`src/verilog/icache_pkg.sv`:
```
package icache_pkg;

    localparam int LINE_WORDS = 8;
    localparam int NR_SETS    = 64;
    localparam int NR_WAYS    = 2;

    // address split into tag | index | word offset | byte
    localparam int OFFSET_LSB = 2;
    localparam int INDEX_LSB  = 5;
    localparam int TAG_LSB    = 11;

    typedef logic [31:0] addr_t;
    typedef logic [31:0] word_t;
    typedef logic [20:0] tag_t;
    typedef logic [5:0]  index_t;
    typedef logic [2:0]  offset_t;

    typedef struct packed {
        logic  valid;
        addr_t addr;
        logic  uncached;
    } fetch_req_t;

    typedef struct packed {
        logic  hit;
        word_t data;
    } way_rd_t;

    typedef struct packed {
        logic    en;
        logic    tag_we;
        index_t  index;
        offset_t offset;
        tag_t    tag;
        word_t   data;
    } way_wr_t;

    typedef enum logic [1:0] {
        IDLE,
        REFILL,
        BYPASS,
        FINISH
    } refill_state_e;

    function automatic tag_t addr_tag(addr_t a);
        return a[31:TAG_LSB];
    endfunction

    function automatic index_t addr_index(addr_t a);
        return a[TAG_LSB-1:INDEX_LSB];
    endfunction

    function automatic offset_t addr_offset(addr_t a);
        return a[INDEX_LSB-1:OFFSET_LSB];
    endfunction

    function automatic addr_t line_addr(addr_t a);
        return {a[31:INDEX_LSB], {INDEX_LSB{1'b0}}};
    endfunction

endpackage

```
`src/verilog/icache_refill.sv`:
```
`timescale 1ns/100ps

module icache_refill (
    input  logic                            clk,
    input  logic                            rst,
    input  icache_pkg::fetch_req_t          i_s1_req,
    input  icache_pkg::way_rd_t             i_way_rd [icache_pkg::NR_WAYS],
    input  logic                            i_hold,
    output logic                            o_stall,
    output logic                            o_rsp_valid,
    output icache_pkg::word_t               o_rsp_data,
    output icache_pkg::way_wr_t             o_wr,
    output logic [icache_pkg::NR_WAYS-1:0]  o_wr_sel,
    output icache_pkg::addr_t               o_araddr,
    output logic [7:0]                      o_arlen,
    output logic [2:0]                      o_arsize,
    output logic                            o_arvalid,
    input  logic                            i_arready,
    input  icache_pkg::word_t               i_rdata,
    input  logic                            i_rlast,
    input  logic                            i_rvalid,
    output logic                            o_rready
);
    import icache_pkg::*;

    refill_state_e      state;
    logic [NR_SETS-1:0] lru;
    logic               victim;
    offset_t            beat;
    word_t              crit_word;

    logic    hit_any;
    logic    hit_way;
    word_t   hit_word;
    index_t  s1_index;
    offset_t s1_offset;
    logic    s1_hit;
    logic    s1_miss;
    logic    beat_fire;

    assign s1_index  = addr_index(i_s1_req.addr);
    assign s1_offset = addr_offset(i_s1_req.addr);

    // way select
    always_comb begin
        hit_any  = 1'b0;
        hit_way  = 1'b0;
        hit_word = i_way_rd[0].data;
        for (int w = 0; w < NR_WAYS; w++) begin
            if (i_way_rd[w].hit) begin
                hit_any  = 1'b1;
                hit_way  = w[0];
                hit_word = i_way_rd[w].data;
            end
        end
    end

    assign s1_hit  = i_s1_req.valid & ~i_s1_req.uncached & hit_any;
    assign s1_miss = i_s1_req.valid & (i_s1_req.uncached | ~hit_any);

    assign o_stall     = (state == IDLE) ? s1_miss : (state != FINISH);
    assign o_rsp_valid = (state == FINISH) | ((state == IDLE) & s1_hit);
    assign o_rsp_data  = (state == FINISH) ? crit_word : hit_word;

    assign beat_fire = i_rvalid & o_rready;
    assign o_arsize  = 3'd2;

    // every refill beat goes into the victim way with the tag on the last one
    assign o_wr = '{
        en:     (state == REFILL) & beat_fire,
        tag_we: (state == REFILL) & beat_fire & i_rlast,
        index:  s1_index,
        offset: beat,
        tag:    addr_tag(i_s1_req.addr),
        data:   i_rdata
    };

    always_comb begin
        for (int w = 0; w < NR_WAYS; w++) begin
            o_wr_sel[w] = (victim == w[0]);
        end
    end

    always_ff @(posedge clk) begin
        if (rst) begin
            state     <= IDLE;
            lru       <= '0;
            victim    <= 1'b0;
            beat      <= '0;
            o_arvalid <= 1'b0;
            o_rready  <= 1'b0;
        end else begin
            case (state)
                IDLE: begin
                    if (i_s1_req.valid && i_s1_req.uncached) begin
                        o_arvalid <= 1'b1;
                        state     <= BYPASS;
                    end else if (s1_miss) begin
                        // fill the lru way so the other one becomes next victim
                        victim        <= lru[s1_index];
                        lru[s1_index] <= ~lru[s1_index];
                        beat          <= '0;
                        o_arvalid     <= 1'b1;
                        state         <= REFILL;
                    end else if (s1_hit && !i_hold) begin
                        lru[s1_index] <= ~hit_way;
                    end
                end
                REFILL, BYPASS: begin
                    if (o_arvalid && i_arready) begin
                        o_arvalid <= 1'b0;
                        o_rready  <= 1'b1;
                    end
                    if (beat_fire) begin
                        beat <= beat + 1'b1;
                        if (i_rlast) begin
                            o_rready <= 1'b0;
                            state    <= FINISH;
                        end
                    end
                end
                FINISH: begin
                    // response stays up until the core takes it
                    if (!i_hold) begin
                        state <= IDLE;
                    end
                end
                default: state <= IDLE;
            endcase
        end
    end

    // request address and critical word
    always_ff @(posedge clk) begin
        if (state == IDLE) begin
            if (i_s1_req.uncached) begin
                o_araddr <= i_s1_req.addr;
                o_arlen  <= 8'd0;
            end else begin
                o_araddr <= line_addr(i_s1_req.addr);
                o_arlen  <= 8'(LINE_WORDS - 1);
            end
        end
        if (beat_fire && (state == BYPASS || beat == s1_offset)) begin
            crit_word <= i_rdata;
        end
    end

endmodule

```
`config.mk`:
```
export PLATFORM = sky130hd
export DESIGN_NAME = icache_refill
export DESIGN_NICKNAME = d
export VERILOG_FILES = /design/src/verilog/icache_pkg.sv /design/src/verilog/icache_refill.sv
export SDC_FILE = /design/constraint.sdc
export NUM_CORES = 1
export LEC_CHECK = 0
export BUFFER_PORTS_ARGS = -buffer_cell sky130_fd_sc_hd__buf_2
export CORE_MARGIN = 2
export CORE_UTILIZATION = 30
export CTS_CLUSTER_DIAMETER = 120
export DETAILED_ROUTE_END_ITERATION = 8
export REMOVE_ABC_BUFFERS = 1
export SYNTH_ARGS = -nofsm -noshare
export SYNTH_HDL_FRONTEND = slang
export SYNTH_SLANG_ARGS = --single-unit
```
`constraint.sdc`:
```
create_clock -name clk -period 5.7 [get_ports clk]
set_input_delay 0.57 -clock clk [delete_from_list [all_inputs] [get_ports clk]]
set_output_delay 0.57 -clock clk [all_outputs]
set_load 0.03 [all_outputs]
```
==> Word level (Yosys, flattened, before mapping) <==
Cells that the tools add are included.
{ "word_totals": {"latchBits": 0, "output_inout_bits": 145, "n_memories": 0, "romBits": 0, "reg_bits": 144, "wordCells": 88, "ram_bits": 0} }
{ "op_classes": {"n_div": 0, "magnitude_cmp": 2, "n_addsub": 1, "eq_ne": 12, "muxes": 32, "n_shift": 0, "n_bitwise": 15, "multipliers": 0, "reduce_logical": 16} }
{ "ops": {"columns": ["operator", "n"], "rows": [
  ["bitwise mux 64 bit", 2],
  ["2-to-1 mux 64 bit", 2],
  ["2-to-1 mux 32 bit", 2],
  ["!= test 2 bit, second input constant", 7],
  ["2-to-1 mux 1 bit", 12],
  ["2-to-1 mux 3 bit", 4],
  ["2-to-1 mux 2 bit", 5],
  ["AND reduction 3 bit", 3],
  ["AND reduction 4 bit", 2],
  ["AND 1 bit", 7],
  ["less-than comparator 6 x 7 -> 1 bit, second input constant", 1],
  ["binary-select mux 1 bit (select 6 bit)", 1],
  ["demux 1 bit (select 6 bit)", 1],
  [">= comparator 6 x 1 -> 1 bit, second input constant", 1],
  ["NOT 1 bit", 6],
  ["case mux 2 bit (3 select lines)", 1],
  ["case mux 3 bit (2 select lines)", 1],
  ["logical AND 1 bit", 5],
  ["equality test 2 bit, second input constant", 2],
  ["nonzero test 2 bit", 2],
  ["adder 3 x 1 -> 3 bit, second input constant", 1],
  ["equality test 3 bit", 1],
  ["!= test 3 x 2 -> 1 bit, second input constant", 1],
  ["equality test 2 x 1 -> 1 bit, second input constant", 1],
  ["other kinds (6)", 7]
]} }

==> Logic depth before layout (Yosys ltp) <==
Gate-level depths: netlist (run 1).
{ "depth": {"word_depth": 8, "depth_mapped": 9} }

==> Least setup slack after synthesis (run 1) <==
Ideal clock, no wire load.
{ "synth_path": {"path_type": "register -> register", "startpoint": "register state[0]", "endpoint": "register lru[16]", "slack_ns": 2.960, "path_buffers": 1, "setup_time_ns": 0.139, "stages_incl_launch_ff": 10, "synth_period_minus_slack_ns": 2.740, "arrival_time_ns": 2.601, "cell_sequence": "dfxtp_1 inv_1 ha_1 nand3b_1 a21oi_1 buf_2 nand2_1 nor2_1 nand2_1 mux2i_1"} }
{ "synth_between": {"elab_chain_cells": 2} }
{ "synth_lines": {"columns": ["item", "line", "source"], "rows": [
  ["start, declared", "icache_refill.sv:26", "refill_state_e state;"],
  ["start signal, assigned", "icache_refill.sv:86", "state <= IDLE;"],
  ["start signal, assigned", "icache_refill.sv:97", "state <= BYPASS;"],
  ["start signal, assigned", "icache_refill.sv:104", "state <= REFILL;"],
  ["zero test 2 bit", "icache_refill.sv:93", "case (state)"],
  ["AND reduction 3 bit (no line)", null, null],
  ["end signal, assigned by index", "icache_refill.sv:101", "lru[s1_index] <= ~lru[s1_index];"],
  ["end signal, assigned by index", "icache_refill.sv:106", "lru[s1_index] <= ~hit_way;"],
  ["end, declared", "icache_refill.sv:27", "logic [NR_SETS-1:0] lru;"]
]} }
Every way passes these cells.
A chain may end at the register's enable or synchronous reset.

==> Worst setup path after layout (run 1) <==
{ "layout_path": {"startpoint": "register state[1]", "endpoint": "register lru[9]"} }
The elaborated chain is that of the path after synthesis.

==> results of run 1 <==
-- power breakdown --
| group | switching (mW) | leakage [nW] | internal [mW] |
|---|---|---|---|
| registers | 0.0376 | 1.20 | 1.18 |
| logic | 0.709 | 2.33 | 0.244 |
| clock network | 0.492 | 0.295 | 0.630 |
| total | 1.24 | 3.83 | 2.05 |
-- kinds of logic (layout without fill, tap and decap cells) --
group | Yosys count | in the layout
AO/OA/AOI/OAI | 140 | 140
XOR/XNOR | 4 | 4
adder cells (fa/ha/maj) | 6 | 6
buffers and inverters | 118 | 319
flip-flops | 137 | 137
multiplexers | 82 | 82
other | 2 | 9
AND/OR/NAND/NOR | 211 | 211
-- state kept, by name, summed over array words and instances, names as in the netlist --
| register | count |
|---|---|
| lru | 64 |
| crit_word | 32 |
| o_araddr | 32 |
| beat | 3 |
| state | 2 |
| o_arlen | 1 |
| o_arvalid | 1 |
| o_rready | 1 |
| victim | 1 |
-- cell type report --
cell class / count / area share, %
Antenna cell: 1 / 0.0286
Timing Repair Buffer: 277 / 16.0
Multi-Input combinational cell: 451 / 33.4
Inverter: 10 / 0.430
Clock buffer: 17 / 4.87
Sequential cell: 137 / 38.8
Tap cell: 313 / 4.48
Clock inverter: 15 / 2.03
-- cells in the final DEF (no fill, tap or decap), types with 4 or more instances in the layout --
cell type  synthesis  layout
a21oi_1           41      41
a31o_1             8       8
nand4_1            8       8
nor3_2             4       4
inv_8              0       6
buf_2             10     274
and3_1             6       6
dfxtp_1           72      72
a22oi_1           25      25
inv_1              8       8
clkbuf_16          0      17
mux2i_1           76      76
edfxtp_1          65      65
nor2b_1            6       6
nor2_1            29      28
and2_1            11      11
conb_1             2       8
a221o_1            6       6
nand3b_1           5       5
ha_1               6       4
o21ai_0           35      35
nand3_1            9       9
nand2_1          118     118
-- worst paths after layout --
path	cells after the start	start	endpoint	slack, ps
worst min register to register	2	lru[54]	lru[54]	460
worst max-delay path	7	state[1]	lru[9]	2150
worst min-delay path	1	i_s1_req[26]	o_araddr[25]	340
worst max register to register	7	state[1]	lru[9]	2150
-- stage by stage --
stage | power, mW | area (sq um)
2_1_floorplan | 1.80 | 6330
3_3_place_gp | 2.19 | 8130
3_5_place_dp | 2.20 | 8130
4_1_cts | 3.32 | 8730
5_1_grt | 3.43 | 8730
6_report | 3.29 | 8740
-- per-layer routing --
metal  track usage (%)  vias up  wire length [um]
met3              4.02       16              1370
met5                 0        -                23
met1              20.6     2727              9050
met4              4.59        4               295
li1                  -     2813                 -
met2              28.4      215             10400
==> results by group, run 1 <==
Logic synthesis
  – Most common cell in the netlist: nand2_1
  – Gate Count Post-Synth: 700
  – Yosys Warn Count: 0
  – Asr flop ratio synth: 0%
  – Seq/Total Area, Yosys: between 40% and 50%
  – Compound-Gate Fraction of Synth Area: 13.0%
  – Flops & latches, synth: approximately 140
  – Area share of the largest cell type after synthesis: 27.9%
  – Area leader, netlist: edfxtp_1
  – Post-Synth XOR/XNOR Area: 0.500%
  – Adder-cell share of the synthesized area: 1.07%
  – Commonest cells post-synth: 118 x nand2_1, 76 x mux2i_1, 72 x dfxtp_1, 71 x buf_4, 65 x edfxtp_1
  – Mapped cell area: 0.00700 sq mm
  – Syn_area_per_cell: 10.0 sq um
  – Largest family of logic cells by synthesized area: simple AND/OR/NAND/NOR gates
  – Synth area leaders: edfxtp_1 28%, dfxtp_1 21%, mux2i_1 11%
  – Yosys cell types: 57
  – Number of synthesized flops with an enable pin: 65
  – Post-Synth Simple-Gate Area: 14.3%
  – Synth Flop Type: dfxtp_1
  – Multiplexer share of the synthesized area: 12.1%

Global route
  – GRT Overall Usage: around 17%
  – First-pass GRT wire length: slightly above 30000 um
  – Antenna violations before repair: 2
  – Largest net degree at the start of global routing: 68
  – GRT overflow: 0
  – Vias in the first global route: 5379

CTS
  – Gates resized, CTS repair: 0
  – Clk_lat worst skew: 420 ps
  – Number of hold buffers added after CTS: 0
  – Number of buffers added for setup after CTS: 0
  – Clock Sinks: around 140
  – H-Tree Depth: 4
  – Num CTS Buffers: 17
  – CTS tree: built
  – Clk buf depth: 2
  – Clock Pin Slew Worst Setup and Hold Paths: ~70 ps
  – CTS root buf: clkbuf_16

STA
  – Fmax: 282 MHz
  – Fin crit period: 3550 ps
  – Worst Tran Pin Value: 1090 ps
  – Setup TNS Final: 0 ps
  – Final Skew: slightly below 9 ps
  – Endpoints failing setup: 0
  – Slew HR: 27.4%
  – Tcrit/Tclk final: between 60% and 70%
  – Final Max Tran Viols: 0
  – RSZ-0062 raised after global routing: false
  – Final setup margin: 2150 ps
  – Hold Slack: 342 ps
  – Fin. Hold Viols: 0

Power
  – Peak VDD IR: between 0.15 and 0.2 mV
  – P per Cell Area: 377 mW/mm^2
  – Static leakage: around 3.8 nW

Floorplanning
  – Rows: 55
  – Die footprint: 0.0246 sq mm
  – I/O pin cnt: 283
  – Initial Util: 30.7%
  – Die height: 157 um
  – Die width: ~160 um
  – Core Area: 0.0228 sq mm

Hold path
  – Worst hold-check path type: input pin to register

Worst setup path
  – CP Launch Type: register
  – Setup CP Type: register to register
  – Cell mode on critical path: a21oi_1
  – Crit path buffers/inverters: 1
  – CP Max Fanout: 38
  – CP top delay family: simple AND/OR/NAND/NOR gates
  – Crit-path max cell delay: 830 ps
  – Worst Path Arrival: 3800 ps
  – Slowest-stage cell, CP: a21oi_1
  – CP Capture Type: register
  – CP cell instances: inv_1 -> ha_2 -> nand3b_1 -> a21oi_1 -> nand3_1 -> nor3_4 -> a21oi_1
  – Worst EP required: slightly below 6000 ps

Outcome
  – Status: completed

Drt
  – Residual DRC: 0
  – Vias: 5775
  – Post-route ant nets: 0
  – Post-DR vias/cell: 4.73
  – Drt total wl: 21100 um
  – Drt pass-1 iters: 5
  – DRT iter0 DRCs: 446
  – Routed len/inst: 17.3 um

Layout
  – Layout Nets: ~1.0k
  – Fillers: ~2.3k
  – Area grow syn2layout: 24.8%
  – Storage cell area: 0.00339 sq mm
  – Final cell count without fillers: 1221
  – Final core occ: 38.4%
  – Layout cells sized above 1: 36.6%
  – Area of the multi-input gates: slightly below 0.003 sq mm

Place
  – DP Worst Slack: 2230 ps
  – Hpwl dp: 15500 um
  – Cells after DPL: 1188
  – PortBufs: 274
  – RePlAce Congestion: 0.821

Flow run
  – Max-Cap Viols: 0
(Power assumes the default switching activity.)
==> run 2: changes to the inputs <==
Settings changed: ABC_AREA set to 1.
Clock period 5.7 ns to 3.1 ns, I/O delays scaled along.
==> run 2 against run 1 <==
Compared with the run above: combinational power grew 92%; design area grew 7.2%; clock skew is 5.1 ps higher; final cell count is 27% higher; flip-flop and latch count unchanged; count of clock-buffer cells in the layout is the same; non-clock buffer count grew 14; power increased by 89%; highest routed layer unchanged.
==> results by group, run 2 <==
Floorplanning
  – Die footprint: 0.0266 sq mm
  – I/O pin cnt: 283
  – Die height: 163 um
  – Rows: 58
  – Core Area: 0.0250 sq mm
  – Die width: 163 um
  – Initial Util: 30.3%

STA
  – Worst Tran Pin Value: 812 ps
  – Slew HR: 45.7%
  – Hold Slack: 63.7 ps
  – Fin crit period: 2500 ps
  – Setup TNS Final: 0 ps
  – Fin. Hold Viols: 0
  – Final setup margin: 603 ps
  – Tcrit/Tclk final: 80.6%
  – Final Skew: between 10 and 15 ps
  – RSZ-0062 raised after global routing: false
  – Fmax: 400 MHz
  – Final Max Tran Viols: 0
  – Endpoints failing setup: 0

Global route
  – Antenna violations before repair: 4
  – GRT Overall Usage: 18.4%
  – Vias in the first global route: 6553
  – GRT overflow: 0
  – First-pass GRT wire length: 37300 um
  – Largest net degree at the start of global routing: 65

Drt
  – Post-DR vias/cell: ~4.7
  – Drt pass-1 iters: 6
  – DRT iter0 DRCs: between 500 and 600
  – Post-route ant nets: 0
  – Routed len/inst: 16.4 um
  – Residual DRC: 0
  – Drt total wl: 25400 um
  – Vias: 7214

CTS
  – CTS tree: built
  – Gates resized, CTS repair: 0
  – Clk buf depth: 2
  – Clk_lat worst skew: 430 ps
  – Num CTS Buffers: 17
  – Number of buffers added for setup after CTS: 0
  – CTS root buf: clkbuf_16
  – Clock Sinks: around 140
  – H-Tree Depth: 4
  – Clock Pin Slew Worst Setup and Hold Paths: ~70 ps
  – Number of hold buffers added after CTS: 0

Hold path
  – Worst hold-check path type: input pin to register
  – Hold_sp: i_s1_req[31]
  – Hold Path Depth: 1
  – Hold Path Sink: o_araddr[30]

Layout
  – Most flops, register: lru
  – Fillers: about 2.6k
  – Layout Nets: 1346
  – Area grow syn2layout: 23.4%
  – Most frequent cells in the layout: 274 x buf_2, 253 x nand2_1, 122 x a21oi_1
  – Layout cells sized above 1: 30.0%
  – Final instance area: 0.00937 sq mm
  – Max FFs per register: 64
  – Top flop regs: lru x64, crit_word x32, o_araddr x32
  – Commonest non-fill, non-tap cell in the layout: buf_2

Worst setup path
  – Worst Path Arrival: 2190 ps
  – Reg2reg path depth: 10
  – CP cell instances: ha_1 -> buf_4 -> a21oi_1 -> a21oi_1 -> buf_2
  – Reg-to-Reg Start: state[0]
  – CP Capture Type: primary output
  – Worst EP required: 2790 ps
  – Cell mode on critical path: a21oi_1
  – Crit path buffers/inverters: 2
  – CP Launch Type: register
  – R2R Setup Slk: approximately 970 ps
  – Worst path depth: 5
  – CP Max Fanout: 33
  – Setup CP Type: register to primary output
  – Crit-path max cell delay: ~470 ps
  – Slowest-stage cell, CP: a21oi_1
  – CP top delay family: buffers and inverters
  – FF-to-FF End: lru[50]

Logic synthesis
  – Seq/Total Area, Yosys: roughly 45%
  – Yosys cell types: 38
  – Area share of the largest cell type after synthesis: 25.7%
  – Mapped cell area: 0.00759 sq mm
  – Most common cell in the netlist: nand2_1
  – Gate Count Post-Synth: 1003
  – Flops & latches, synth: 137
  – Synth Flop Type: dfxtp_1
  – Commonest cells post-synth: 253 x nand2_1, 123 x a21oi_1, 95 x inv_1, 92 x nor2_1, 75 x buf_4
  – Area leader, netlist: edfxtp_1
  – Yosys Warn Count: 0
  – Syn_area_per_cell: roughly 7.6 sq um
  – Number of synthesized flops with an enable pin: 65
  – Synth area leaders: edfxtp_1 26%, dfxtp_1 19%, nand2_1 13%
  – Asr flop ratio synth: 0%

Flow run
  – Max-Cap Viols: 0

Power
  – Reg power frac: around 36%
  – Peak VDD IR: 0.321 mV
  – Sw frac: about two fifths
  – NetSw: ~2.4 mW
  – Static leakage: 4.00 nW
  – P per Cell Area: 665 mW/mm^2
  – Clk pwr share: between 30% and 40%
  – Logic pwr share: between 20 and 30%
  – Power Internal: 3.85 mW

Place
  – PortBufs: 274
  – RePlAce Congestion: 0.857
  – Hpwl dp: roughly 19000 um
  – Area after DPL: 0.00874 sq mm
  – DP Worst Slack: 659 ps

Outcome
  – Status: completed
[run 2: cell count changes in the layout (fill, tap and decap cells not counted), moves of 12 or more]
cell and delta:
nor2_1 +63, buf_4 +14, nand2_1 +135, nor3_1 +28
mux2i_1 -76, nand2_2 +12, a22oi_1 -25, inv_1 +87
a21oi_1 +81, nand3_1 +42
[run 2: power groups by stage]
stage	logic (mW)	registers (mW)	clock network, mW
after CTS	1.85	2.23	2.21
after detailed placement	1.84	2.27	0
after floorplan	0.635	2.71	0
final	1.83	2.23	2.17
after global placement	1.84	2.26	0
after global routing	1.94	2.25	2.28
[run 2: final cells by class]
cell class,count,area (sq um),area share [%]
Sequential cell,137,3390,36.2
Multi-Input combinational cell,653,3050,32.5
Timing Repair Buffer,291,1500,16.0
Clock buffer,17,425,4.54
Tap cell,330,413,4.41
Inverter,102,384,4.10
Clock inverter,15,203,2.16
Antenna cell,1,2.50,0.0267
[run 2: metal layers]
| layer | GRT usage (%) | part of all wire [%] | routed length (um) |
|---|---|---|---|
| met1 | 22.3 | 41 | 10300 |
| met2 | 32.4 | 49 | 12600 |
| met3 | 3.96 | 7.4 | 1890 |
| met4 | 6.03 | 2.5 | 630 |
| met5 | 0 | 0.11 | 27 |
[run 2: worst register-to-register path: stages (launching register included)]
cell and delay, ps:
dfxtp_1 330, inv_1 120, ha_2 200, nand2_1 70
nor2_1 120, nand2_2 150, nor4_1 560, nand2_1 170
nor2_1 160, nand2_2 70, a21oi_2 120
[run 2: metrics by stage]
| step | util [%] | cells | power [mW] |
|---|---|---|---|
| after floorplan | - | 892 | 3.34 |
| after global placement | 34.9 | 1513 | 4.10 |
| after detailed placement | 34.9 | 1513 | 4.11 |
| after CTS | 37.4 | 1545 | 6.29 |
| after global routing | 37.4 | 1545 | 6.47 |
| final | 37.4 | 1546 | 6.23 |
[run 2: worst max path at each step]
stage | slack (ps) | startpoint | endpoint
after floorplan | -350 | i_way_rd[32] | lru[46]
after global placement | 670 | i_s1_req[6] | lru[7]
after detailed placement | 660 | i_s1_req[6] | lru[59]
after CTS | 490 | state[0] | o_rsp_data[29]
after global routing | 470 | state[0] | o_rsp_data[29]
final | 600 | state[0] | o_rsp_data[29]
[run 2: cells by family (layout without fill, tap and decap cells)]
family	count (synthesis)	count (layout)	share of synthesized area [%]
xor+xnor	4	4	0.462
flops	137	137	44.7
simple gates	458	458	25.5
compound gates	177	177	12.5
buf+inv	219	425	15.8
fa+ha+maj	6	6	0.989
other cells	2	9	0.0989
