==> config.mk <==
export PLATFORM = sky130hd
export DESIGN_NAME = icache_lookup
export DESIGN_NICKNAME = d
export VERILOG_FILES = /design/src/verilog/icache_pkg.sv /design/src/verilog/icache_lookup.sv
export SDC_FILE = /design/constraint.sdc
export NUM_CORES = 1
export LEC_CHECK = 0
export ABC_AREA = 1
export BUFFER_PORTS_ARGS = -buffer_cell sky130_fd_sc_hd__buf_4
export CORE_MARGIN = 5
export CORE_UTILIZATION = 42
export CTS_CLUSTER_DIAMETER = 50
export DETAILED_ROUTE_END_ITERATION = 8
export PLACE_DENSITY = 0.82
export SLEW_MARGIN = 40
export SYNTH_ARGS = -nofsm -noshare
export SYNTH_HDL_FRONTEND = slang
export SYNTH_SLANG_ARGS = --single-unit
==> constraint.sdc <==
create_clock -name clk -period 3.76 [get_ports clk]
set_input_delay 0.376 -clock clk [delete_from_list [all_inputs] [get_ports clk]]
set_output_delay 0.376 -clock clk [all_outputs]
set_load 0.005 [all_outputs]
==> src/verilog/icache_pkg.sv <==
package icache_pkg;

    localparam int LINE_WORDS = 8;
    localparam int NR_SETS    = 64;
    localparam int NR_WAYS    = 2;

    // address split into tag | index | word offset | byte
    localparam int OFFSET_LSB = 2;
    localparam int INDEX_LSB  = 5;
    localparam int TAG_LSB    = 11;

    typedef logic [31:0] addr_t;
    typedef logic [31:0] word_t;
    typedef logic [20:0] tag_t;
    typedef logic [5:0]  index_t;
    typedef logic [2:0]  offset_t;

    typedef struct packed {
        logic  valid;
        addr_t addr;
        logic  uncached;
    } fetch_req_t;

    typedef struct packed {
        logic  hit;
        word_t data;
    } way_rd_t;

    typedef struct packed {
        logic    en;
        logic    tag_we;
        index_t  index;
        offset_t offset;
        tag_t    tag;
        word_t   data;
    } way_wr_t;

    typedef enum logic [1:0] {
        IDLE,
        REFILL,
        BYPASS,
        FINISH
    } refill_state_e;

    function automatic tag_t addr_tag(addr_t a);
        return a[31:TAG_LSB];
    endfunction

    function automatic index_t addr_index(addr_t a);
        return a[TAG_LSB-1:INDEX_LSB];
    endfunction

    function automatic offset_t addr_offset(addr_t a);
        return a[INDEX_LSB-1:OFFSET_LSB];
    endfunction

    function automatic addr_t line_addr(addr_t a);
        return {a[31:INDEX_LSB], {INDEX_LSB{1'b0}}};
    endfunction

endpackage

==> src/verilog/icache_lookup.sv <==
`timescale 1ns/100ps

module icache_lookup (
    input  logic                   clk,
    input  logic                   rst,
    input  logic                   i_req_valid,
    input  icache_pkg::addr_t      i_req_addr,
    input  logic                   i_req_uncached,
    input  logic                   i_hold,
    input  logic                   i_stall,
    output icache_pkg::fetch_req_t o_s1_req,
    output logic                   o_rd_en,
    output icache_pkg::index_t     o_rd_index,
    output icache_pkg::offset_t    o_rd_offset
);
    import icache_pkg::*;

    logic  advance;
    logic  s1_valid;
    addr_t s1_addr;
    logic  s1_uncached;

    // stage moves only when neither the cache nor the core holds it
    assign advance = ~i_stall & ~i_hold;

    // arrays read the incoming address so their output lines up with s1
    assign o_rd_en     = advance;
    assign o_rd_index  = addr_index(i_req_addr);
    assign o_rd_offset = addr_offset(i_req_addr);

    always_ff @(posedge clk) begin
        if (rst) begin
            s1_valid <= 1'b0;
        end else if (advance) begin
            s1_valid <= i_req_valid;
        end
    end

    always_ff @(posedge clk) begin
        if (advance && i_req_valid) begin
            s1_addr     <= i_req_addr;
            s1_uncached <= i_req_uncached;
        end
    end

    assign o_s1_req = '{
        valid:    s1_valid,
        addr:     s1_addr,
        uncached: s1_uncached
    };

endmodule

After elaboration in Yosys (flattened, before gate mapping)
Index checks and enable logic that the tools add are counted.
{ "word_totals": {"register_bits": 34, "latch_bits": 0, "ramBits": 0, "mem_bits_ro": 0, "inputBits": 38, "out_inout_bits": 44, "elab_cells": 7, "memories": 0} }
{ "op_classes": {"add_sub_neg": 0, "multipliers": 0, "div_mod_pow": 0, "magnitude_cmp": 0, "eq_ne": 0, "shifts": 0, "n_mux": 0, "bitwise_logic": 3, "reduce_logical": 1} }
{ "ops": {"columns": ["operator", "count"], "rows": [
  ["1-bit inverter", 2],
  ["1-bit AND", 1],
  ["1-bit logical AND", 1]
]} }

Depth between registers and ports, before layout
Gate-level depths: netlist (run 1).
{ "logic_depth": {"depth_word": 3, "mapped_depth": 3, "mapped_depth_nobuf": 3} }

Least setup slack after synthesis (run 1)
OpenSTA, ideal clock, no wires.
{ "synth_path": {"path_kind": "input-to-reg", "from": "input port i_hold", "to": "register s1_addr[0], enable pin", "t_arrival_ns": 1.244, "required_ns": 3.372, "setup_slack_ns": 2.129, "cell_stages": 3, "cell_sequence": "nor2_2 nand2_2 inv_1"} }
{ "synth_between": {"elab_chain_cells": 3} }
{ "synth_rtl": {"columns": ["element", "line_no", "source"], "rows": [
  ["start: declaration", "icache_lookup.sv:9", "input logic i_hold,"],
  ["1-bit inverter", "icache_lookup.sv:24", "assign advance = ~i_stall & ~i_hold;"],
  ["1-bit AND", "icache_lookup.sv:24", null],
  ["1-bit logical AND", "icache_lookup.sv:40", "if (advance && i_req_valid) begin"],
  ["end signal: assignment", "icache_lookup.sv:41", "s1_addr <= i_req_addr;"],
  ["end: declaration", "icache_lookup.sv:20", "addr_t s1_addr;"]
]} }
No other way between the ends.
A chain may end at the register's enable or synchronous reset.

Worst setup path in the final report (run 1)
{ "layout_path": {"from": "input port i_hold", "to": "register s1_addr[20], enable pin"} }
Same word-level chain as after synthesis.

==> Implementation_results.wiki, run 1 <==
{| class="wikitable"
! Metric !! Value
|-
| Count of hold buffers inserted by post-cts repair || 0
|-
| Drt first pass iters || 4
|-
| Via Count || roughly 710
|-
| Max FO, Critical Path || 33
|-
| Starting utilization of the core area || 44.5%
|-
| Filler cell count in the final layout || about 170
|-
| Slowest stage cell, crit path || inv_2
|-
| Data required time of the worst path || ~3.7 ns
|-
| Hold crit path type || in -> reg
|-
| TritonCTS Buffers || 5
|-
| Worst clock skew || 0 ns
|-
| Ant diodes || 0
|-
| Number of top-level pins || a little over 80
|-
| Count of port buffers added during placement || 81
|-
| Main combinational cell family by area after synthesis || buffers and inverters
|-
| Number of distinct library cell variants in the gate-level netlist after synthesis || 8
|-
| Post-synth design cell area || between 1000 and 1500 um^2
|-
| Layer with the highest usage || met2
|-
| H-Tree Depth || 2
|-
| Total wire length after detailed routing || around 2300 um
|-
| Part of the Yosys area used for sequential elements || between 80% and 90%
|-
| Synthesis Warnings || 0
|-
| TritonCTS sink count || 34
|-
| Upper clock frequency limit || about 800 MHz
|-
| Crit share post-route || about a third
|-
| Largest area contributor in the synthesized netlist || edfxtp_1
|-
| Number of synthesized register bits || 34
|-
| # placed instances || 150
|-
| TritonCTS clock tree || yes
|-
| CP Launch Point || i_hold
|-
| Complex-gate fraction of the synthesized area || 1.22%
|-
| Sequential cell area || 1010 um^2
|-
| Multi-input gate area || 26.3 um^2
|-
| Synthesized-area fraction occupied by xor and xnor cells || 0%
|-
| Die Outline Area || roughly 3800 um^2
|-
| Net count of the mapped netlist || 88
|-
| Buffers & Inverters on Critical Path || 2
|-
| Final Setup Violations || 0
|-
| Floorplan row count || 18
|-
| Congestion Overflow GR || 0
|-
| Leakage Power || 0.746 nW
|-
| Worst flop-to-flop path endpoint || s1_valid
|-
| Global-route wire length before repair || roughly 3400 um
|-
| Die Width || between 60 and 70 um
|-
| Buffers inserted during post-CTS setup optimization || 0
|-
| Cell family with the largest share of critical-path delay || buffers and inverters
|-
| Cell area after layout || between 1500 and 2000 um^2
|-
| Average cell area after synthesis || around 22 um^2
|-
| DRC errors left || 0
|-
| Share of layout cells above drive strength 1 || ~70%
|-
| Met3 track utilization from global routing || roughly an eighth
|-
| Worst Setup Start Kind || input port
|-
| Routed len/inst || ~15 um
|-
| DRC violation total after the first TritonRoute iteration || 3
|-
| CORE AREA || 2520 um^2
|-
| Outcome || finished, final reports clean
|-
| Crit end category || flop
|-
| Yosys top cell area share || around 88%
|-
| Startpoint of the worst-slack reg-to-reg timing path || s1_valid
|-
| Global-route track usage on met2 || about 22%
|-
| Worst path cell trace || buf_4 -> nor2_2 -> nand2_2 -> inv_2
|-
| All-Layer GR Usage || between 10% and 20%
|-
| Most frequent cells after synthesis || edfxtp_1, buf_4
|-
| Post-synthesis instance total || 50
|-
| Number of nets in the layout || 165
|-
| Via-per-instance ratio || ~4.5
|-
| Worst slew slack as a fraction of its limit || between 50 and 60%
|-
| Most numerous cell in the Yosys netlist || edfxtp_1
|-
| Cell Count, Final, Fillers Out || around 160
|-
| Worst r2r path cells || 2
|-
| Arr. time, crit path || around 1.2 ns
|-
| Min Tclk post-route || ~1.2 ns
|-
| Clock-pin transition on the worst setup and hold timing paths || roughly 0.090 ns
|-
| Antenna violations before repair || 0
|-
| Count of flip-flops with a built-in enable after synthesis || 33
|-
| Vias in the first global route || ~770
|-
| Worst VDD drop || just over 0.0003 V
|-
| Arithmetic-cell share of the synthesized area counting full adders, half adders and majority gates || 0%
|-
| Worst-margin pin slew || around 0.65 ns
|-
| Delay of the slowest cell on the worst path || between 0.4 and 0.5 ns
|-
| Max-slew violation total from the final report || 0
|-
| Count of cells resized by post-cts repair || 0
|-
| Max-capacitance violation count || 0
|-
| Root buffer cell || clkbuf_4
|-
| Primary flip-flop cell chosen by synthesis mapping || edfxtp_1
|-
| Worst setup path category || in -> reg
|-
| Die Span Y || just over 60 um
|-
| Power per Cell Area || roughly 410 nW/um^2
|-
| RSZ-0062 raised after global routing || no
|-
| Relative area change from synthesis to final layout || 55.3%
|-
| Met1 demand-to-capacity share in global routing || 10.6%
|-
| Basic-gate share of the synthesized area counting and, or, nand and nor cells || 1.11%
|-
| Multiplexer fraction of the synthesized cell area || 0%
|-
| Final weighted congestion of routability-driven global placement || about 0.63
|-
| Number of nets still failing antenna checks after routing || 0
|-
| Number of cells on the critical path || 4
|-
| Reg2reg setup slack || 3.15 ns
|-
| Cell types with the largest area share after synthesis || edfxtp_1, buf_4, dfxtp_1
|-
| Final hold violation count || 0
|-
| Endpoint of the most critical setup path || s1_addr[20]
|-
| Pin count of the biggest net entering global routing || 34
|-
| Setup TNS after final layout || 0 ns
|-
| Standard cell area after detailed placement || around 1700 um^2
|-
| Source-to-sink clock delay at the later pin of the worst-skew pair || 0.32 ns
|-
| Maximum root-to-sink buffer count || 2
|-
| Fraction of synthesis flops using an asynchronous set or reset pin || 0%
|}
cell usage in the layout, fill, tap and decap left out:
master     n
clkbuf_4   5
nand2_2    1
a21oi_2    1
edfxtp_1  33
o21ai_1    1
buf_4     81
clkbuf_8   1
inv_2      1
clkbuf_1   2
dfxtp_1    1
nor2_2     1
per-layer routing:
| metal | share of wire [%] | vias up |
|---|---|---|
| met1 | 29 | 311 |
| met3 | 19 | 6 |
| met4 | 1.8 | 0 |
| met5 | 0 | - |
| met2 | 49 | 61 |
| li1 | - | 330 |
worst min path at each step:
stage                  start       end  slack (ns)  cells past startpoint
CTS                      rst  s1_valid        0.19                      2
detailed placement  s1_valid  s1_valid        0.51                      2
global route             rst  s1_valid        0.16                      2
global placement    s1_valid  s1_valid        0.48                      2
floorplan                rst  s1_valid        0.44                      1
finish                   rst  s1_valid        0.20                      2
cell type report:
class / instances / share of cell area [%]
clock buffer: 8 / 3.37
inverter: 1 / 0.215
tap: 30 / 2.15
multi-input combinational: 4 / 1.51
sequential: 34 / 57.9
timing repair buffer: 81 / 34.8
metrics by stage:
step                      setup slack (ns)  util, %  hold WS (ns)  power (mW)
after floorplan                       2.13        -         0.438       0.465
final                                 2.51     69.2         0.201       0.714
after CTS                             2.50     69.2         0.190       0.723
after global routing                  2.47     69.2         0.163       0.748
after detailed placement              2.16     66.9         0.510       0.525
after global placement                1.88     66.9         0.478       0.522
cells by family after synthesis:
family	after synthesis
flip-flops	34
buffers and inverters	12
AND/OR/NAND/NOR	2
AO/OA/AOI/OAI	2
sequential cells by signal, summed over array words and instances, names as in the netlist:
| name | count |
|---|---|
| s1_addr | 32 |
| s1_uncached | 1 |
| s1_valid | 1 |
power breakdown:
part           switching [mW]  internal (mW)
Sequential            0.00469          0.435
Clock                   0.108         0.0922
Combinational          0.0244         0.0501
Total                   0.137          0.577
(Power assumes the default switching activity.)
==> run 2, diff against run 1 <==
Settings changed: CORE_UTILIZATION 42 to 39, PLACE_DENSITY 0.82 to 0.77.
Clock period 3.76 ns to 1.2 ns, I/O delays scaled along.
==> Implementation_results.wiki, run 2 (synthesis results as in run 1) <==
{| class="wikitable"
! Metric !! Value
|-
| Routed len/inst || 15.2 um (+2.3%)
|-
| Source-to-sink clock delay at the later pin of the worst-skew pair || 0.33 ns (about the same)
|-
| Worst slew slack as a fraction of its limit || 88.3% (+32 points)
|-
| Commonest cells after routing, fill and taps aside || buf_4, dlygate4sd3_1, edfxtp_1, clkbuf_4, clkinv_2
|-
| Leakage Power || 0.902 nW (+21%)
|-
| Worst setup path category || in -> out
|-
| Register with the highest flop count || s1_addr
|-
| Antenna violations before repair || 0 (unchanged)
|-
| Die Outline Area || 4050 um^2 (+6.4%)
|-
| Worst flop-to-flop path endpoint || s1_valid
|-
| Worst-margin pin slew || 0.176 ns (-0.475 ns)
|-
| TritonCTS Buffers || 5 (unchanged)
|-
| Worst clock skew || 0 ns (unchanged)
|-
| Max FO, Critical Path || 2 (-94%)
|-
| Congestion Overflow GR || 0 (unchanged)
|-
| Number of top-level pins || 82 (unchanged)
|-
| Count of hold buffers inserted by post-cts repair || 34 (+34)
|-
| Pin count of the biggest net entering global routing || 34 (unchanged)
|-
| Worst Hold Depth || 3 (+1)
|-
| Count of port buffers added during placement || 81 (unchanged)
|-
| RSZ-0062 raised after global routing || no
|-
| Die Span Y || 63.7 um (+3.2%)
|-
| Number of nets still failing antenna checks after routing || 0 (unchanged)
|-
| Worst VDD drop || 0.00118 V (+280%)
|-
| Most common library cell in the layout ignoring fill and taps || buf_4
|-
| Worst r2r path cells || 2 (unchanged)
|-
| Upper clock frequency limit || 934 MHz
|-
| Via-per-instance ratio || 4.26 (-4.9%)
|-
| Global-route wire length before repair || 4530 um (+34%)
|-
| CORE AREA || 2760 um^2 (+9.3%)
|-
| Top Registers || s1_addr x32, s1_uncached x1, s1_valid x1
|-
| Startpoint of the worst-slack reg-to-reg timing path || s1_valid
|-
| Min Tclk post-route || around 1.1 ns
|-
| Final hold violation count || 0 (unchanged)
|-
| Sum of net half-perimeters after detailed placement || roughly 1800 um
|-
| Arr. time, crit path || 0.95 ns (-0.26 ns)
|-
| All-Layer GR Usage || 15.0% (+1.4 points)
|-
| Drt first pass iters || 4 (unchanged)
|-
| Final Setup Violations || 0 (unchanged)
|-
| TritonCTS sink count || 34 (unchanged)
|-
| Reg2reg setup slack || 0.60 ns (-2.55 ns)
|-
| Via Count || 827 (+17%)
|-
| Clock-pin transition on the worst setup and hold timing paths || 0.10 ns (about the same)
|-
| Outcome || finished, final reports clean
|-
| Hold crit path type || in -> reg
|-
| Number of nets in the layout || 200 (+21%)
|-
| Floorplan row count || 19 (+1)
|-
| Root buffer cell || clkbuf_4
|-
| Max-capacitance violation count || 0 (unchanged)
|-
| Worst Setup Start Kind || input port
|-
| DRC violation total after the first TritonRoute iteration || 20 (+17)
|-
| Power per Cell Area || 1180 nW/um^2 (+190%)
|-
| Hold-critical path endpoint || s1_valid
|-
| Die Width || 63.7 um (+3.2%)
|-
| Crit share post-route || between 80 and 90%
|-
| Starting utilization of the core area || 40.7% (-3.8 points)
|-
| Final worst hold slack || 0.0813 ns (-0.120 ns)
|-
| Maximum root-to-sink buffer count || 2 (unchanged)
|-
| TritonCTS clock tree || yes
|-
| Max-slew violation total from the final report || 0 (unchanged)
|-
| Final weighted congestion of routability-driven global placement || 0.635 (+0.83%)
|-
| Vias in the first global route || 916 (+18%)
|-
| H-Tree Depth || 2 (unchanged)
|-
| Setup TNS after final layout || 0 ns (unchanged)
|-
| Largest register FFs || 32 (unchanged)
|-
| Count of cells resized by post-cts repair || 0 (unchanged)
|-
| Share of layout cells above drive strength 1 || 57.7% (-13 points)
|-
| Ant diodes || 0 (unchanged)
|-
| Relative area change from synthesis to final layout || 89.5%
|-
| Buffers inserted during post-CTS setup optimization || 0 (unchanged)
|-
| Crit end category || output pin
|-
| Data required time of the worst path || 1.08 ns (-2.64 ns)
|-
| Total wire length after detailed routing || 2940 um (+26%)
|-
| DRC errors left || 0 (unchanged)
|-
| Filler cell count in the final layout || 154 (-7.8%)
|-
| Start point of the worst hold path || i_stall
|}
-- run 2: cell count changes in the layout (fill, tap and decap cells not counted), sizes merged --
cell / change
bufinv: +1
clkbuf: -3
inv: -1
dlygate4sd3: +34
clkinv: +2
buf: +1
clkinvlp: +1
-- run 2: how the worst max path moves through the flow --
| stage | startpoint | to | slack [ns] | cells past startpoint |
|---|---|---|---|---|
| after floorplan | i_hold | s1_addr[0] | 0.12 | 3 |
| after global placement | i_hold | s1_addr[5] | 0.17 | 5 |
| after detailed placement | i_hold | s1_addr[13] | 0.11 | 5 |
| after CTS | i_req_addr[5] | o_rd_index[0] | 0.15 | 3 |
| after global routing | i_req_addr[3] | o_rd_offset[1] | 0.12 | 3 |
| final | i_req_addr[3] | o_rd_offset[1] | 0.13 | 3 |
-- run 2: metal layers --
| metal | GRT usage (%) | up-vias | share of wire, % |
|---|---|---|---|
| li1 | - | 400 | - |
| met4 | 5.45 | 0 | 1.2 |
| met2 | 26.5 | 56 | 53 |
| met3 | 7.46 | 4 | 12 |
| met5 | 0 | - | 0 |
| met1 | 14.8 | 367 | 34 |
-- run 2: cell type report --
class / instances / area, um^2 / share of cell area [%]
inverter: 1 / 7.51 / 0.353
clock inverter: 3 / 40.0 / 1.88
tap: 31 / 38.8 / 1.82
sequential: 34 / 1010 / 47.5
multi-input combinational: 4 / 26.3 / 1.23
timing repair buffer: 116 / 968 / 45.5
clock buffer: 5 / 37.5 / 1.76
-- run 2: stage by stage --
stage               cell area, um^2  instances  power [mW]  utilization (%)  setup WS, ns
finish                         2130        194        2.52             77.2         0.129
global route                   2130        194        2.62             77.2         0.119
CTS                            2130        194        2.53             77.2         0.147
detailed placement             1710        152        1.65             62.1         0.107
global placement               1710        152        1.64             62.1         0.171
floorplan                      1130         50        1.46                -         0.121
-- run 2: worst max-delay path: stages --
cell           delay (ns)
dlygate4sd3_1        0.56
buf_4                0.15
buf_4                0.13
-- run 2: where the power goes --
part / internal, mW / total (mW) / switching (mW)
Combinational: 0.235 / 0.336 / 0.102
Sequential: 1.36 / 1.38 / 0.0143
Clock: 0.431 / 0.808 / 0.377
Total: 2.03 / 2.52 / 0.493
==> run 3, diff against run 2 <==
Settings changed: CORE_UTILIZATION 39 to 35, PLACE_DENSITY 0.77 to 0.73.
Clock period 1.2 ns to 0.9 ns, I/O delays scaled along.
==> Implementation_results.wiki, run 3 (synthesis results as in run 1) <==
{| class="wikitable"
! Metric !! Value
|-
| Source-to-sink clock delay at the later pin of the worst-skew pair || 0.31 ns (-0.02 ns)
|-
| Endpoint of the most critical setup path || o_s1_req[13]
|-
| Cell family with the largest share of critical-path delay || flip-flops
|-
| All-Layer GR Usage || 15.0% (+0.030 points)
|-
| Antenna violations before repair || 0 (unchanged)
|-
| Total wire length after detailed routing || 3180 um (+8.1%)
|-
| Max-capacitance violation count || 0 (unchanged)
|-
| Global-route wire length before repair || 4700 um (+3.8%)
|-
| Failing checks || negative setup slack
|-
| Ant diodes || 0 (unchanged)
|-
| Leakage Power || 0.910 nW (+0.85%)
|-
| Worst setup path category || reg -> out
|-
| Number of nets in the layout || 202 (+1.0%)
|-
| Die Outline Area || 4440 um^2 (+9.6%)
|-
| Most common library cell in the layout ignoring fill and taps || buf_4
|-
| Maximum root-to-sink buffer count || 2 (unchanged)
|-
| Largest register FFs || 32 (unchanged)
|-
| Buffers inserted during post-CTS setup optimization || 0 (unchanged)
|-
| Pin count of the biggest net entering global routing || 26 (-24%)
|-
| Crit share post-route || 108%
|-
| Number of cells on the critical path || 1 (-2)
|-
| Delay of the slowest cell on the worst path || 0.42 ns (-0.14 ns)
|-
| Die Span Y || 66.7 um (+4.7%)
|-
| TritonCTS clock tree || yes
|-
| Worst flop-to-flop path endpoint || s1_valid
|-
| Final hold violation count || 0 (unchanged)
|-
| Routed len/inst || 15.2 um (+0.36%)
|-
| TritonCTS Buffers || 5 (unchanged)
|-
| Commonest cells after routing, fill and taps aside || buf_4, dlygate4sd3_1, edfxtp_1, buf_6, clkbuf_4
|-
| Vias in the first global route || 868 (-5.2%)
|-
| Worst VDD drop || 0.00103 V (-12%)
|-
| RSZ-0062 raised after global routing || yes
|-
| TritonCTS sink count || 34 (unchanged)
|-
| Worst clock skew || 0 ns (unchanged)
|-
| Congestion Overflow GR || 0 (unchanged)
|-
| Starting utilization of the core area || 36.5% (-4.2 points)
|-
| Data required time of the worst path || 0.81 ns (-0.27 ns)
|-
| Final weighted congestion of routability-driven global placement || 0.685 (+7.9%)
|-
| Die Width || 66.7 um (+4.7%)
|-
| Worst Setup Start Kind || flop
|-
| Via Count || 860 (+4.0%)
|-
| Startpoint of the worst-slack reg-to-reg timing path || s1_valid
|-
| CORE AREA || 3080 um^2 (+12%)
|-
| Top Registers || s1_addr x32, s1_uncached x1, s1_valid x1
|-
| Standard cell area after detailed placement || 1750 um^2 (+2.1%)
|-
| H-Tree Depth || 2 (unchanged)
|-
| Via-per-instance ratio || 4.11 (-3.5%)
|-
| Slowest stage cell, crit path || edfxtp_1
|-
| Root buffer cell || clkbuf_4
|-
| Arr. time, crit path || 0.88 ns (-0.07 ns)
|-
| Worst r2r path cells || 2 (unchanged)
|-
| Outcome || complete, but fails checks
|-
| Cell area after layout || 2180 um^2 (+2.6%)
|-
| Min Tclk post-route || around 0.97 ns
|-
| DRC errors left || 0 (unchanged)
|-
| Power per Cell Area || 1420 nW/um^2 (+20%)
|-
| Max-slew violation total from the final report || 0 (unchanged)
|-
| Register with the highest flop count || s1_addr
|-
| Worst-margin pin slew || 0.134 ns (-0.0424 ns)
|-
| Buffers & Inverters on Critical Path || 1 (-2)
|-
| Crit end category || output pin
|-
| Worst path cell trace || buf_6
|-
| Reg2reg setup slack || 0.32 ns (-0.28 ns)
|-
| Clock-pin transition on the worst setup and hold timing paths || 0.11 ns (about the same)
|-
| Number of top-level pins || 82 (unchanged)
|-
| Count of port buffers added during placement || 81 (unchanged)
|-
| Worst-case setup margin in the final layout || -0.0680 ns (-0.197 ns)
|-
| Max FO, Critical Path || 1 (-1)
|-
| Hold crit path type || in -> reg
|-
| End-of-flow core utilization || 71.0% (-6.2 points)
|-
| Drt first pass iters || 4 (unchanged)
|-
| Setup TNS after final layout || -1.34 ns (-1.34 ns)
|-
| Worst slew slack as a fraction of its limit || 91.0% (+2.8 points)
|-
| Relative area change from synthesis to final layout || 94.4%
|-
| Share of layout cells above drive strength 1 || 58.2% (+0.51 points)
|-
| Upper clock frequency limit || just over 1000 MHz
|-
| Floorplan row count || 20 (+1)
|-
| CP Launch Point || s1_addr[12]
|-
| DRC violation total after the first TritonRoute iteration || 21 (+5.0%)
|-
| Number of nets still failing antenna checks after routing || 0 (unchanged)
|-
| Final Setup Violations || 33 (+33)
|}
[run 3: worst min-delay path by stage]
stage | from | to | slack [ns] | depth (start not counted)
finish | i_stall | s1_valid | 0.06 | 3
global route | i_stall | s1_valid | 0.05 | 3
CTS | i_stall | s1_valid | 0.05 | 3
detailed placement | rst | s1_valid | 0.25 | 2
global placement | rst | s1_valid | 0.25 | 2
floorplan | rst | s1_valid | 0.15 | 1
[run 3: timing repair]
| item | CTS | global route |
|---|---|---|
| setup endpoints to repair | 33 | 34 |
| hold buffers | 34 | 0 |
| resized for setup | 0 | 12 |
| endpoints found under the hold margin | 34 | 0 |
[run 3: layout make-up]
cell class	instances	area, um^2
clock buffers	5	37.5
flip-flops and latches	34	1010
repair buffers	118	1020
inverters	1	7.51
fillers	197	893
multi-input cells	4	31.3
clock inverters	3	16.3
well taps	44	55.1
[run 3: report_power, final]
part | leakage (nW) | total, mW | internal [mW] | switching (mW)
clock | 0.0286 | 0.787 | 0.290 | 0.496
sequential | 0.312 | 1.85 | 1.82 | 0.0277
combinational | 0.570 | 0.469 | 0.331 | 0.138
total | 0.910 | 3.10 | 2.44 | 0.662
[run 3: routing by layer]
layer  track usage, %  share of wire [%]
met5                0                  0
met4             6.09                1.4
met3             5.90                 11
met2             26.7                 51
met1             15.6                 37
[run 3: per-stage QoR]
stage	cells	hold WS [ns]	setup slack, ns	total power, mW
5_1_grt	209	0.0480	-0.126	3.26
6_report	209	0.0635	-0.0680	3.10
2_1_floorplan	50	0.152	-0.147	1.95
3_3_place_gp	167	0.246	-0.0643	2.20
3_5_place_dp	167	0.251	-0.0825	2.21
4_1_cts	209	0.0525	-0.0736	3.11
